[src/common/alioth_pkg.sv]
/* shared widths, register index type and operation encoding for the execute cluster
   only three operations exist, the remaining enum code is unused */
`default_nettype none

package alioth_pkg;

    // data path width, multiply latency follows it
    localparam int XLEN = 32;

    // architectural registers, x0 reads zero
    localparam int NUM_REGS = 32;

    typedef logic [XLEN-1:0] word_t;

    typedef logic [4:0] reg_addr_t;

    // issue opcodes
    typedef enum logic [1:0] {
        OP_ADDI  = 2'd0,
        OP_MUL   = 2'd1,
        OP_MULHU = 2'd2
    } op_e;

endpackage

`default_nettype wire

[src/logic/regfile.sv]
/* register file with two operand reads, one debug read and one write port
   all entries clear on reset, writes to x0 are dropped */
`timescale 1ns/1ps
`default_nettype none

module regfile (
    input  wire                        clk,
    input  wire                        reset_i,
    input  wire                        we_i,
    input  wire alioth_pkg::reg_addr_t waddr_i,
    input  wire alioth_pkg::word_t     wdata_i,
    input  wire alioth_pkg::reg_addr_t raddr1_i,
    input  wire alioth_pkg::reg_addr_t raddr2_i,
    input  wire alioth_pkg::reg_addr_t dbg_raddr_i,
    output alioth_pkg::word_t          rdata1_o,
    output alioth_pkg::word_t          rdata2_o,
    output alioth_pkg::word_t          dbg_rdata_o
);
    import alioth_pkg::*;

    word_t regs_q [NUM_REGS];

    // x0 stays at its reset value
    always_ff @(posedge clk) begin
        if (reset_i) begin
            for (int i = 0; i < NUM_REGS; i++) begin
                regs_q[i] <= '0;
            end
        end else if (we_i && (waddr_i != '0)) begin
            regs_q[waddr_i] <= wdata_i;
        end
    end

    // reads see the old value in the cycle of a write
    assign rdata1_o    = regs_q[raddr1_i];
    assign rdata2_o    = regs_q[raddr2_i];
    assign dbg_rdata_o = regs_q[dbg_raddr_i];

endmodule

`default_nettype wire

[src/issue/issue_unit.sv]
/* decode, destination scoreboard and stall for one presented instruction
   the source must hold the instruction while stall_o is high */
`timescale 1ns/1ps
`default_nettype none

module issue_unit #(
    parameter int NUM_MUL_UNITS = 2
) (
    input  wire                        clk,
    input  wire                        reset_i,
    input  wire                        issue_valid_i,
    input  wire alioth_pkg::op_e       issue_op_i,
    input  wire alioth_pkg::reg_addr_t issue_rd_i,
    input  wire alioth_pkg::reg_addr_t issue_rs1_i,
    input  wire alioth_pkg::reg_addr_t issue_rs2_i,
    input  wire alioth_pkg::word_t     issue_imm_i,
    input  wire alioth_pkg::word_t     rs1_data_i,
    input  wire alioth_pkg::word_t     rs2_data_i,
    input  wire [NUM_MUL_UNITS-1:0]    unit_busy_i,
    input  wire                        commit_valid_i,
    input  wire alioth_pkg::reg_addr_t commit_rd_i,
    output alioth_pkg::reg_addr_t      rs1_addr_o,
    output alioth_pkg::reg_addr_t      rs2_addr_o,
    output logic                       stall_o,
    output logic                       busy_o,
    output logic [NUM_MUL_UNITS-1:0]   mul_start_o,
    output logic                       mul_high_o,
    output alioth_pkg::reg_addr_t      mul_rd_o,
    output alioth_pkg::word_t          mul_a_o,
    output alioth_pkg::word_t          mul_b_o,
    output logic                       alu_valid_o,
    output alioth_pkg::reg_addr_t      alu_rd_o,
    output alioth_pkg::word_t          alu_data_o
);
    import alioth_pkg::*;

    logic [NUM_REGS-1:0]      sb_q;
    logic [NUM_REGS-1:0]      sb_next;
    logic [NUM_MUL_UNITS-1:0] free_units;
    logic [NUM_MUL_UNITS-1:0] first_free;
    logic                     is_mul;
    logic                     hazard;
    logic                     accept;
    word_t                    rs1_val;
    word_t                    rs2_val;
    logic                     alu_valid_q;
    reg_addr_t                alu_rd_q;
    word_t                    alu_data_q;

    assign is_mul = (issue_op_i == OP_MUL) || (issue_op_i == OP_MULHU);

    // rs2 only matters for a multiply, rd covers write after write
    assign hazard = sb_q[issue_rs1_i] | (is_mul & sb_q[issue_rs2_i]) | sb_q[issue_rd_i];

    // lowest free unit as a one-hot vector
    assign free_units = ~unit_busy_i;
    assign first_free = free_units & (~free_units + 1'b1);

    assign stall_o = issue_valid_i & (hazard | (is_mul & ~(|free_units)));
    assign accept  = issue_valid_i & ~stall_o;

    assign rs1_addr_o = issue_rs1_i;
    assign rs2_addr_o = issue_rs2_i;

    // the ALU slot is written one edge late, so forward it
    assign rs1_val = (alu_valid_q && (alu_rd_q == issue_rs1_i) && (issue_rs1_i != '0))
                     ? alu_data_q : rs1_data_i;
    assign rs2_val = (alu_valid_q && (alu_rd_q == issue_rs2_i) && (issue_rs2_i != '0))
                     ? alu_data_q : rs2_data_i;

    assign mul_start_o = (accept && is_mul) ? first_free : '0;
    assign mul_high_o  = (issue_op_i == OP_MULHU);
    assign mul_rd_o    = issue_rd_i;
    assign mul_a_o     = rs1_val;
    assign mul_b_o     = rs2_val;

    always_comb begin
        sb_next = sb_q;
        if (commit_valid_i) begin
            sb_next[commit_rd_i] = 1'b0;
        end
        // x0 is never tracked
        if (accept && is_mul && (issue_rd_i != '0)) begin
            sb_next[issue_rd_i] = 1'b1;
        end
    end

    always_ff @(posedge clk) begin
        if (reset_i) begin
            sb_q        <= '0;
            alu_valid_q <= 1'b0;
        end else begin
            sb_q        <= sb_next;
            alu_valid_q <= accept && (issue_op_i == OP_ADDI);
        end
    end

    always_ff @(posedge clk) begin
        if (accept && (issue_op_i == OP_ADDI)) begin
            alu_rd_q   <= issue_rd_i;
            alu_data_q <= rs1_val + issue_imm_i;
        end
    end

    assign alu_valid_o = alu_valid_q;
    assign alu_rd_o    = alu_rd_q;
    assign alu_data_o  = alu_data_q;

    assign busy_o = alu_valid_q | (|unit_busy_i) | (|sb_q);

endmodule

`default_nettype wire

[src/muldiv/muldiv_unit.sv]
/* iterative unsigned shift-add multiplier, XLEN cycles per product
   result and rd are held with done_o until ack_i, start_i is taken only when idle */
`timescale 1ns/1ps
`default_nettype none

module muldiv_unit (
    input  wire                        clk,
    input  wire                        reset_i,
    input  wire                        start_i,
    input  wire                        high_i,
    input  wire alioth_pkg::reg_addr_t rd_i,
    input  wire alioth_pkg::word_t     a_i,
    input  wire alioth_pkg::word_t     b_i,
    input  wire                        ack_i,
    output logic                       busy_o,
    output logic                       done_o,
    output alioth_pkg::reg_addr_t      rd_o,
    output alioth_pkg::word_t          result_o
);
    import alioth_pkg::*;

    localparam int CNT_W = $clog2(XLEN);

    logic [CNT_W-1:0]  count_q;
    logic              busy_q;
    logic              done_q;
    logic              high_q;
    reg_addr_t         rd_q;
    word_t             a_q;
    logic [2*XLEN-1:0] prod_q;
    logic [XLEN:0]     sum;

    // upper half plus multiplicand when the low multiplier bit is set
    assign sum = {1'b0, prod_q[2*XLEN-1:XLEN]} + (prod_q[0] ? {1'b0, a_q} : '0);

    always_ff @(posedge clk) begin
        if (reset_i) begin
            busy_q  <= 1'b0;
            done_q  <= 1'b0;
            count_q <= '0;
        end else if (start_i) begin
            busy_q  <= 1'b1;
            done_q  <= 1'b0;
            count_q <= '0;
        end else if (ack_i) begin
            busy_q <= 1'b0;
            done_q <= 1'b0;
        end else if (busy_q && !done_q) begin
            count_q <= count_q + 1'b1;
            if (count_q == CNT_W'(XLEN - 1)) begin
                done_q <= 1'b1;
            end
        end
    end

    // low half starts as the multiplier and shifts out one bit per step
    always_ff @(posedge clk) begin
        if (start_i) begin
            a_q    <= a_i;
            rd_q   <= rd_i;
            high_q <= high_i;
            prod_q <= {{XLEN{1'b0}}, b_i};
        end else if (busy_q && !done_q) begin
            prod_q <= {sum, prod_q[XLEN-1:1]};
        end
    end

    assign busy_o   = busy_q;
    assign done_o   = done_q;
    assign rd_o     = rd_q;
    assign result_o = high_q ? prod_q[2*XLEN-1:XLEN] : prod_q[XLEN-1:0];

endmodule

`default_nettype wire

[src/logic/writeback_unit.sv]
/* one register write per cycle, ALU slot first, then the lowest done multiply unit
   the ack follows the write by one cycle, so a unit's done_o stays up for that cycle */
`timescale 1ns/1ps
`default_nettype none

module writeback_unit #(
    parameter int NUM_MUL_UNITS = 2
) (
    input  wire                        clk,
    input  wire                        reset_i,
    input  wire                        alu_valid_i,
    input  wire alioth_pkg::reg_addr_t alu_rd_i,
    input  wire alioth_pkg::word_t     alu_data_i,
    input  wire [NUM_MUL_UNITS-1:0]    unit_done_i,
    input  wire alioth_pkg::reg_addr_t unit_rd_i [NUM_MUL_UNITS],
    input  wire alioth_pkg::word_t     unit_result_i [NUM_MUL_UNITS],
    output logic [NUM_MUL_UNITS-1:0]   unit_ack_o,
    output logic                       reg_we_o,
    output alioth_pkg::reg_addr_t      reg_waddr_o,
    output alioth_pkg::word_t          reg_wdata_o,
    output logic                       commit_valid_o,
    output alioth_pkg::reg_addr_t      commit_rd_o
);
    import alioth_pkg::*;

    logic [NUM_MUL_UNITS-1:0] ack_q;
    logic [NUM_MUL_UNITS-1:0] pending;
    logic [NUM_MUL_UNITS-1:0] grant;

    // the unit written last cycle still shows done until its ack lands
    assign pending = unit_done_i & ~ack_q;

    always_comb begin
        reg_we_o       = 1'b0;
        reg_waddr_o    = '0;
        reg_wdata_o    = '0;
        commit_valid_o = 1'b0;
        commit_rd_o    = '0;
        grant          = '0;
        if (alu_valid_i) begin
            reg_we_o    = 1'b1;
            reg_waddr_o = alu_rd_i;
            reg_wdata_o = alu_data_i;
        end else begin
            // walk downwards so the lowest index wins
            for (int i = NUM_MUL_UNITS - 1; i >= 0; i--) begin
                if (pending[i]) begin
                    grant          = '0;
                    grant[i]       = 1'b1;
                    reg_we_o       = 1'b1;
                    reg_waddr_o    = unit_rd_i[i];
                    reg_wdata_o    = unit_result_i[i];
                    commit_valid_o = 1'b1;
                    commit_rd_o    = unit_rd_i[i];
                end
            end
        end
    end

    always_ff @(posedge clk) begin
        if (reset_i) begin
            ack_q <= '0;
        end else begin
            ack_q <= grant;
        end
    end

    assign unit_ack_o = ack_q;

endmodule

`default_nettype wire

[src/logic/exec_cluster_top.sv]
/* execute cluster: issue, NUM_MUL_UNITS multipliers, writeback and register file
   NUM_MUL_UNITS may be 1 to 4, instructions use a valid strobe held during stall_o */
`timescale 1ns/1ps
`default_nettype none

module exec_cluster_top #(
    parameter int NUM_MUL_UNITS = 2
) (
    input  wire                        clk,
    input  wire                        reset_i,
    input  wire                        issue_valid_i,
    input  wire alioth_pkg::op_e       issue_op_i,
    input  wire alioth_pkg::reg_addr_t issue_rd_i,
    input  wire alioth_pkg::reg_addr_t issue_rs1_i,
    input  wire alioth_pkg::reg_addr_t issue_rs2_i,
    input  wire alioth_pkg::word_t     issue_imm_i,
    input  wire alioth_pkg::reg_addr_t dbg_raddr_i,
    output logic                       stall_o,
    output logic                       busy_o,
    output alioth_pkg::word_t          dbg_rdata_o
);
    import alioth_pkg::*;

    // operand reads
    reg_addr_t rs1_addr;
    reg_addr_t rs2_addr;
    word_t     rs1_data;
    word_t     rs2_data;

    // issue to multipliers
    logic [NUM_MUL_UNITS-1:0] mul_start;
    logic                     mul_high;
    reg_addr_t                mul_rd;
    word_t                    mul_a;
    word_t                    mul_b;

    // multipliers to writeback
    logic [NUM_MUL_UNITS-1:0] unit_busy;
    logic [NUM_MUL_UNITS-1:0] unit_done;
    logic [NUM_MUL_UNITS-1:0] unit_ack;
    reg_addr_t                unit_rd [NUM_MUL_UNITS];
    word_t                    unit_result [NUM_MUL_UNITS];

    // ALU slot, register write port and commit report
    logic      alu_valid;
    reg_addr_t alu_rd;
    word_t     alu_data;
    logic      reg_we;
    reg_addr_t reg_waddr;
    word_t     reg_wdata;
    logic      commit_valid;
    reg_addr_t commit_rd;

    issue_unit #(
        .NUM_MUL_UNITS(NUM_MUL_UNITS)
    ) u_issue_unit (
        .clk           (clk),
        .reset_i       (reset_i),
        .issue_valid_i (issue_valid_i),
        .issue_op_i    (issue_op_i),
        .issue_rd_i    (issue_rd_i),
        .issue_rs1_i   (issue_rs1_i),
        .issue_rs2_i   (issue_rs2_i),
        .issue_imm_i   (issue_imm_i),
        .rs1_data_i    (rs1_data),
        .rs2_data_i    (rs2_data),
        .unit_busy_i   (unit_busy),
        .commit_valid_i(commit_valid),
        .commit_rd_i   (commit_rd),
        .rs1_addr_o    (rs1_addr),
        .rs2_addr_o    (rs2_addr),
        .stall_o       (stall_o),
        .busy_o        (busy_o),
        .mul_start_o   (mul_start),
        .mul_high_o    (mul_high),
        .mul_rd_o      (mul_rd),
        .mul_a_o       (mul_a),
        .mul_b_o       (mul_b),
        .alu_valid_o   (alu_valid),
        .alu_rd_o      (alu_rd),
        .alu_data_o    (alu_data)
    );

    // operands are broadcast, mul_start picks the unit
    for (genvar g = 0; g < NUM_MUL_UNITS; g++) begin : g_mul
        muldiv_unit u_muldiv_unit (
            .clk     (clk),
            .reset_i (reset_i),
            .start_i (mul_start[g]),
            .high_i  (mul_high),
            .rd_i    (mul_rd),
            .a_i     (mul_a),
            .b_i     (mul_b),
            .ack_i   (unit_ack[g]),
            .busy_o  (unit_busy[g]),
            .done_o  (unit_done[g]),
            .rd_o    (unit_rd[g]),
            .result_o(unit_result[g])
        );
    end

    writeback_unit #(
        .NUM_MUL_UNITS(NUM_MUL_UNITS)
    ) u_writeback_unit (
        .clk           (clk),
        .reset_i       (reset_i),
        .alu_valid_i   (alu_valid),
        .alu_rd_i      (alu_rd),
        .alu_data_i    (alu_data),
        .unit_done_i   (unit_done),
        .unit_rd_i     (unit_rd),
        .unit_result_i (unit_result),
        .unit_ack_o    (unit_ack),
        .reg_we_o      (reg_we),
        .reg_waddr_o   (reg_waddr),
        .reg_wdata_o   (reg_wdata),
        .commit_valid_o(commit_valid),
        .commit_rd_o   (commit_rd)
    );

    regfile u_regfile (
        .clk        (clk),
        .reset_i    (reset_i),
        .we_i       (reg_we),
        .waddr_i    (reg_waddr),
        .wdata_i    (reg_wdata),
        .raddr1_i   (rs1_addr),
        .raddr2_i   (rs2_addr),
        .dbg_raddr_i(dbg_raddr_i),
        .rdata1_o   (rs1_data),
        .rdata2_o   (rs2_data),
        .dbg_rdata_o(dbg_rdata_o)
    );

endmodule

`default_nettype wire

[config.mk]
export PLATFORM = sky130hd
export DESIGN_NAME = exec_cluster_top
export DESIGN_NICKNAME = d
export VERILOG_FILES = /design/src/common/alioth_pkg.sv /design/src/logic/regfile.sv /design/src/issue/issue_unit.sv /design/src/muldiv/muldiv_unit.sv /design/src/logic/writeback_unit.sv /design/src/logic/exec_cluster_top.sv
export SDC_FILE = /design/constraint.sdc
export NUM_CORES = 2
export LEC_CHECK = 0
export ABC_AREA = 0
export ABC_CLOCK_PERIOD_IN_PS = 6000
export BUFFER_PORTS_ARGS = -buffer_cell sky130_fd_sc_hd__clkbuf_2
export CAP_MARGIN = 20
export CELL_PAD_IN_SITES_DETAIL_PLACEMENT = 1
export CELL_PAD_IN_SITES_GLOBAL_PLACEMENT = 2
export CORE_UTILIZATION = 45
export CTS_CLUSTER_DIAMETER = 150
export DETAILED_ROUTE_END_ITERATION = 8
export PLACE_DENSITY = 0.83
export SYNTH_ARGS = -nofsm -noshare
export SYNTH_HDL_FRONTEND = slang
export SYNTH_SLANG_ARGS = --single-unit
[constraint.sdc]
create_clock -name clk -period 6 [get_ports clk]
set_input_delay 0.3 -clock clk [delete_from_list [all_inputs] [get_ports clk]]
set_output_delay 0.3 -clock clk [all_outputs]
set_load 0.01 [all_outputs]
Word level (Yosys, flattened, before mapping)
Memory sizes are Yosys's and may differ from the RTL's.
Cells that the tools add are included.
{"block": "op_classes", "eq_ne": 6, "n_reduce_logical": 38, "n_bitwise": 21, "add_sub_neg": 6, "order_cmp": 6, "n_mux": 48}
{"cell": "$mux W32", "count": 16}
{"cell": "$add A32 B32 Y33", "count": 2}
{"cell": "$reduce_or A32 Y1", "count": 2}
{"cell": "$add A32 B32 Y32", "count": 1}
{"cell": "$and A32 B32 Y32", "count": 1}
{"cell": "$not A32 Y32", "count": 1}
{"cell": "$or A32 B32 Y32", "count": 1}
{"cell": "$mux W5", "count": 5}
{"cell": "$lt A5 B6 Y1 const B", "count": 4}
{"cell": "$mux W1", "count": 20}
{"cell": "$reduce_bool A5 Y1", "count": 4}
{"cell": "$bmux W1 S5", "count": 3}
{"cell": "$logic_and A1 B1 Y1", "count": 12}
{"cell": "$add A5 B1 Y5 const B", "count": 2}
{"cell": "$demux W1 S5", "count": 2}
{"cell": "$eq A5 B5 Y1", "count": 2}
{"cell": "$eq A5 B5 Y1 const B", "count": 2}
{"cell": "$ge A5 B1 Y1 const B", "count": 2}
{"cell": "$reduce_or A2 Y1", "count": 5}
{"cell": "$reduce_or A3 Y1", "count": 3}
{"cell": "$reduce_and A2 Y1", "count": 4}
{"cell": "$reduce_bool A2 Y1", "count": 4}
{"cell": "$not A2 Y2", "count": 3}
{"cell": "$or A1 B1 Y1", "count": 5}
{"cell": "other kinds (10)", "count": 19}
{"block": "word_totals", "ramBits": 1024, "register_bits": 290, "input_bits": 57, "wordCells": 148, "memories": 1, "out_inout_bits": 34}
{"name": "u_regfile.regs_q", "words": 32, "word_bits": 32, "rd": 3, "rd_ports_with_merged_regs": 0, "wr": 32, "line_no": "regfile.sv:21", "rtl": "word_t regs_q [NUM_REGS];"}

Depth between registers and ports, before layout
{"block": "depth", "word_depth": 14, "depth_mapped": 22, "ltp_nobuf": 17}

Hierarchy
Synthesis repeated with hierarchy kept, for this count alone.
{"block": "hier_totals", "cells_unflattened": 7674, "hier_area_um2": 84412.2}
{"module": "regfile", "area_per_inst_um2": 64682.0, "n_inst": 1, "cells_per_inst": 5763, "seq_area_each_um2": 30749.5}
{"module": "muldiv_unit at g_mul[1].u_muldiv_unit", "area_per_inst_um2": 6296.0, "n_inst": 1, "cells_per_inst": 609, "seq_area_each_um2": 2882.8}
{"module": "issue_unit", "area_per_inst_um2": 6278.5, "n_inst": 1, "cells_per_inst": 603, "seq_area_each_um2": 1771.7}
{"module": "muldiv_unit at g_mul[0].u_muldiv_unit", "area_per_inst_um2": 6266.0, "n_inst": 1, "cells_per_inst": 596, "seq_area_each_um2": 2882.8}
{"module": "writeback_unit", "area_per_inst_um2": 889.6, "n_inst": 1, "cells_per_inst": 103, "seq_area_each_um2": 40.0}

Worst setup path after synthesis
OpenSTA, ideal clock, no wires.
{"block": "synth_timing", "path_type": "input to register", "startpoint": "input port issue_rs1_i[0]", "endpoint": "register u_issue_unit.alu_data_q[30] (netlist: u_issue_unit.alu_data_o[30]), data pin", "t_arrival_ns": 4.975, "setup_slack_ns": 0.760, "setup_ns": 0.266, "cell_stages": 19, "path_buffers": 5, "required_ns": 5.734, "cell_sequence": "buf_2 -> buf_6 -> buf_2 -> buf_1 -> buf_2 -> mux4_2 -> mux4_2 -> mux2i_1 -> o21ai_0 -> ha_1 -> a21o_1 -> a21o_1 -> a311oi_1 -> o21a_1 -> a31oi_1 -> o21ai_0 -> o221ai_1 -> o41ai_1 -> xnor2_1"}
{"block": "synth_via", "elab_chain_len": 5, "elab_cells_between_ends": 7, "classes_between": "1 x add/sub; 1 x eq/ne; 1 x mux; 3 x reduce/logical; 1 x memory"}
{"item": "start: declaration", "line_no": "exec_cluster_top.sv:14", "rtl": "input wire alioth_pkg::reg_addr_t issue_rs1_i,"}
{"item": "branches (longest 3 deep; another with $mem_v2 Z32 W32)"}
{"item": "$mux W32 *", "line_no": "issue_unit.sv:67", "rtl": "? alu_data_q : rs1_data_i;"}
{"item": "net g_mul[0].u_muldiv_unit.a_i[9]", "line_no": "muldiv_unit.sv:12", "rtl": "input wire alioth_pkg::word_t a_i,"}
{"item": "$add A32 B32 Y32 *", "line_no": "issue_unit.sv:101", "rtl": "alu_data_q <= rs1_val + issue_imm_i;"}
{"item": "end signal: assignment", "line_no": "issue_unit.sv:101"}
{"item": "end: declaration", "line_no": "issue_unit.sv:48", "rtl": "word_t alu_data_q;"}
Mark *: on every way through the listed nets, which the timed path passes.
A chain may end at the register's enable or synchronous reset.

==> metrics.md <==
| Metric | Value |
|---|---|
| Ys async rst share | 0% |
| Clock transition at the registers of the reported paths | 0.06 ns |
| Yosys top cell by area | edfxtp_1 |
| Synth Warn # | 0 |
| Fin crit share | approximately nine tenths |
| Fin crit period | 5.484 ns |
| Largest net degree at the start of global routing | 106 |
| FF/Latch Area | 38330 um2 |
| Layout cell share with drive strength beyond 1 | about 31% |
| H-tree depth | 4 |
| Slew Viols, Final | 0 |
| # Max-Cap Violations | 0 |
| Vias/cell | 7.122 |
| GP Congestion | ~0.97 |
| Cell area after synthesis | approximately 78000 um2 |
| Post-CTS Setup Repair Bufs | 0 |
| Met2 WL | ~140000 um |
| Metal3 WL | 39620 um |
| Clock Path Buffers | 3 |
| Power Internal | 18.06 mW |
| Final clock skew | approximately 0.046 ns |
| I/O Pins | 91 |
| Residual DRC | 0 |
| Resize count post-CTS | 0 |
| Post-route ant nets | 0 |
| Starting Density | a little under half |
| RSZ-0062 raised after global routing | false |
| Initial antenna violation count | 15 |
| Top routing layer in use | met5 |
| Pre-antenna DRT Iters | 6 |
| Die area | around 170000 um2 |
| Tightest Hold Check Type | input pin to flip-flop |
| Vias in the first global route | 57230 |
| Final worst setup slack | roughly 0.52 ns |
| Non-filler cells, final | about 7900 |
| Sw Pwr | 7.283 mW |
| Setup crit end kind | flip-flop |
| # fillers | between 15000 and 20000 |
| DRT Wirelength | 310800 um |
| Detail Placement HPWL | slightly below 200000 um |
| Critical Path AT | approximately 6.0 ns |
| Dpl ws | approximately 0.15 ns |
| Post-synth top area share | a little under half |
| Comb power frac | approximately 18% |
| Sw frac | roughly 29% |
| Crit path kind | flip-flop to flip-flop |
| Setup TNS | 0 ns |
| Clk sinks | between 1000 and 1500 |
| Placed Cells | between 7000 and 8000 |
| Placement Cell Area | roughly 80000 um2 |
| Final #Nets | ~5600 |
| CTS Buf Count | 150 |
| Area delta synth->final | 12.39% |
| Library cells used by synthesis | between 70 and 80 |
| Count of final setup violators | 0 |
| All-Layer GR Usage | a little over a third |
| Clk pwr share | 38.0% |
| Synth Instances | 5471 |
| Core Region | 171400 um2 |
| Peak VDD IR | between 200 and 250 uV |
| Critical path data required time | about 6.5 ns |
| Post-synth EDFFs | between 1000 and 1500 |
| Met1 WL | 107100 um |
| CTS tree | built |
| Syn avg cell area | roughly 14 um2 |
| Final hold viol count | 0 |
| Status | completed |
| DR WL/cell | a little under 40 um |
| Register share of total power | between 40% and 50% |
| Number of I/O port buffers | 90 |
| PD cells | a little under 300 nW/um2 |
| Ranking of synthesized cells by area | edfxtp_1 46%, mux4_2 28%, nor2_1 5.3%, dfxtp_1 2.9%, mux2i_1 2.5% |
| Vias | between 50000 and 60000 |
| Clock latency on the worst-skew pair | 0.83 ns |
| First-pass GRT wire length | roughly 440000 um |
| Measured slew at the worst slew-check pin | between 1 and 1.5 ns |
| Width of the die | roughly 420 um |
| FMAX | 182.4 MHz |
| Multi-input logic area | 37720 um2 |
| Sequential-to-total area share from yosys stat | between 40 and 50% |
| #FFs+latches synth | around 1300 |
| Leak pwr | around 30 nW |
| Largest fanout on the critical path | 4 |
| Die H | 417.3 um |
| Rel. slew slack | between 10 and 15% |
| Primary FF master, synth | edfxtp_1 |
| Grt total ovfl | 0 |
| CP startpoint kind | flip-flop |
| Post-route cell area | between 80000 and 90000 um2 |
| Iteration-0 DRC Markers | ~8900 |
| CTS root buffer | clkbuf_16 |
| Row count | 152 |
-- sequential cells by signal, indices dropped and copies added (netlist names) --
register and count:
g_mul.u_muldiv_unit.high_q 2, g_mul.u_muldiv_unit.rd_o 10, g_mul.u_muldiv_unit.prod_q 128, u_issue_unit.alu_rd_o 5
u_regfile.regs_q 1024, g_mul.u_muldiv_unit.count_q 10, u_issue_unit.alu_data_o 32, g_mul.u_muldiv_unit.a_q 64
u_issue_unit.sb_q 32, g_mul.u_muldiv_unit.done_o 2, g_mul.u_muldiv_unit.busy_o 2, u_writeback_unit.unit_ack_o 2
u_issue_unit.alu_valid_o 1
-- metrics by stage --
stage	util (%)	hold WS [ns]	power, mW
global placement	47.80	0.4431	15.61
finish	50.90	0.07488	25.34
floorplan	-	0.3989	14.02
CTS	50.80	0.01244	25.28
detailed placement	47.82	0.4533	15.75
global route	50.89	0.04091	25.94
-- final timing paths --
check,from,to,slack [ns],cells after the start
worst min register to register,u_writeback_unit.unit_ack_o[0],g_mul[0].u_muldiv_unit.done_o,0.47,1
worst min-delay path,issue_imm_i[28],u_issue_unit.alu_data_o[28],0.07,3
worst max register to register,u_regfile.regs_q[3][0],u_issue_unit.alu_data_o[30],0.52,16
worst max-delay path,u_regfile.regs_q[3][0],u_issue_unit.alu_data_o[30],0.52,16
-- layout by cell type, fill, tap and decap left out, types with 96 or more instances in the layout --
master	synthesis	layout
clkbuf_16	0	153
ha_1	102	102
mux2_2	96	96
a21oi_1	108	108
buf_4	6	194
nand2_1	273	210
o21ai_0	120	120
edfxtp_1	1201	1201
mux2i_1	191	159
dfxtp_1	113	112
mux4_2	978	978
nor2_1	1102	1102
-- layout make-up --
| class | instances | area share (%) |
|---|---|---|
| Antenna cell | 7 | 0.02008 |
| Clock inverter | 98 | 1.238 |
| Sequential cell | 1314 | 43.94 |
| Inverter | 43 | 0.1850 |
| Multi-Input combinational cell | 3629 | 43.24 |
| Clock buffer | 180 | 4.528 |
| Timing Repair Buffer | 337 | 3.527 |
| Tap cell | 2310 | 3.313 |
-- critical path: stages, from the launching register on --
cell	delay, ns
edfxtp_1	0.43
mux4_2	0.49
mux4_2	0.51
mux2i_1	0.57
o21ai_0	0.28
ha_1	0.28
inv_1	0.09
fa_1	0.25
nor2b_1	0.07
o21ai_0	0.26
a21oi_1	0.21
o21ai_0	0.28
a31oi_1	0.16
o21ai_0	0.55
o221ai_1	0.25
o41ai_1	0.40
xnor2_1	0.10
-- power groups by stage --
stage | Combinational (mW) | Sequential (mW) | Clock [mW]
6_report | 4.64 | 11.1 | 9.63
5_1_grt | 4.89 | 11.1 | 9.95
4_1_cts | 4.57 | 11.0 | 9.67
3_5_place_dp | 4.53 | 11.2 | 0
3_3_place_gp | 4.43 | 11.2 | 0
2_1_floorplan | 3.04 | 11.0 | 0
-- routing by layer --
metal | vias to the layer above | global-route usage, %
met4 | 14 | 21.11
met5 | - | 0
met3 | 1062 | 9.793
met2 | 4353 | 55.08
met1 | 29340 | 45.41
li1 | 21620 | -
-- cell usage after synthesis (5+ instances only) --
master / count
edfxtp_1: 1201
nor2_1: 1102
mux4_2: 978
clkbuf_1: 406
nand2_1: 273
mux2i_1: 191
o21ai_0: 120
dfxtp_1: 113
a21oi_1: 108
ha_1: 102
mux2_2: 96
buf_1: 78
and2_1: 69
nor3_1: 67
o22ai_1: 45
inv_1: 42
xnor2_1: 38
nand3_1: 31
a32o_1: 30
a211oi_1: 26
xor2_1: 26
a21o_1: 24
nor2b_1: 23
o21a_1: 23
buf_2: 22
or3_1: 19
a31oi_1: 16
and3_1: 14
nand2b_1: 13
nand4_1: 12
nor4_1: 12
nand3b_1: 11
nor3b_1: 10
o31ai_1: 9
o32ai_1: 9
o211ai_1: 8
a21boi_0: 7
or2_2: 7
and4_1: 6
buf_4: 6
a2111oi_0: 5
-- logic make-up (layout without fill, tap and decap cells) --
| kind of cell | count (synthesis) | count (layout) | share of synthesized area (%) |
|---|---|---|---|
| adder cells (fa/ha/maj) | 105 | 105 | 1.722 |
| multiplexers | 1269 | 1269 | 32.29 |
| flip-flops | 1314 | 1314 | 49.38 |
| buffers and inverters | 559 | 658 | 2.807 |
| other | 1 | 39 | 0.004832 |
| AND/OR/NAND/NOR | 1680 | 1680 | 9.052 |
| AO/OA/AOI/OAI | 479 | 479 | 4.016 |
| XOR/XNOR | 64 | 64 | 0.7222 |
-- what timing repair did --
item                                    4_1_cts  5_1_grt
endpoints found under the hold margin        12        0
hold buffers                                  6        0
endpoints found under the setup margin        0        0
Note: power is estimated with default switching activity, not from simulation.
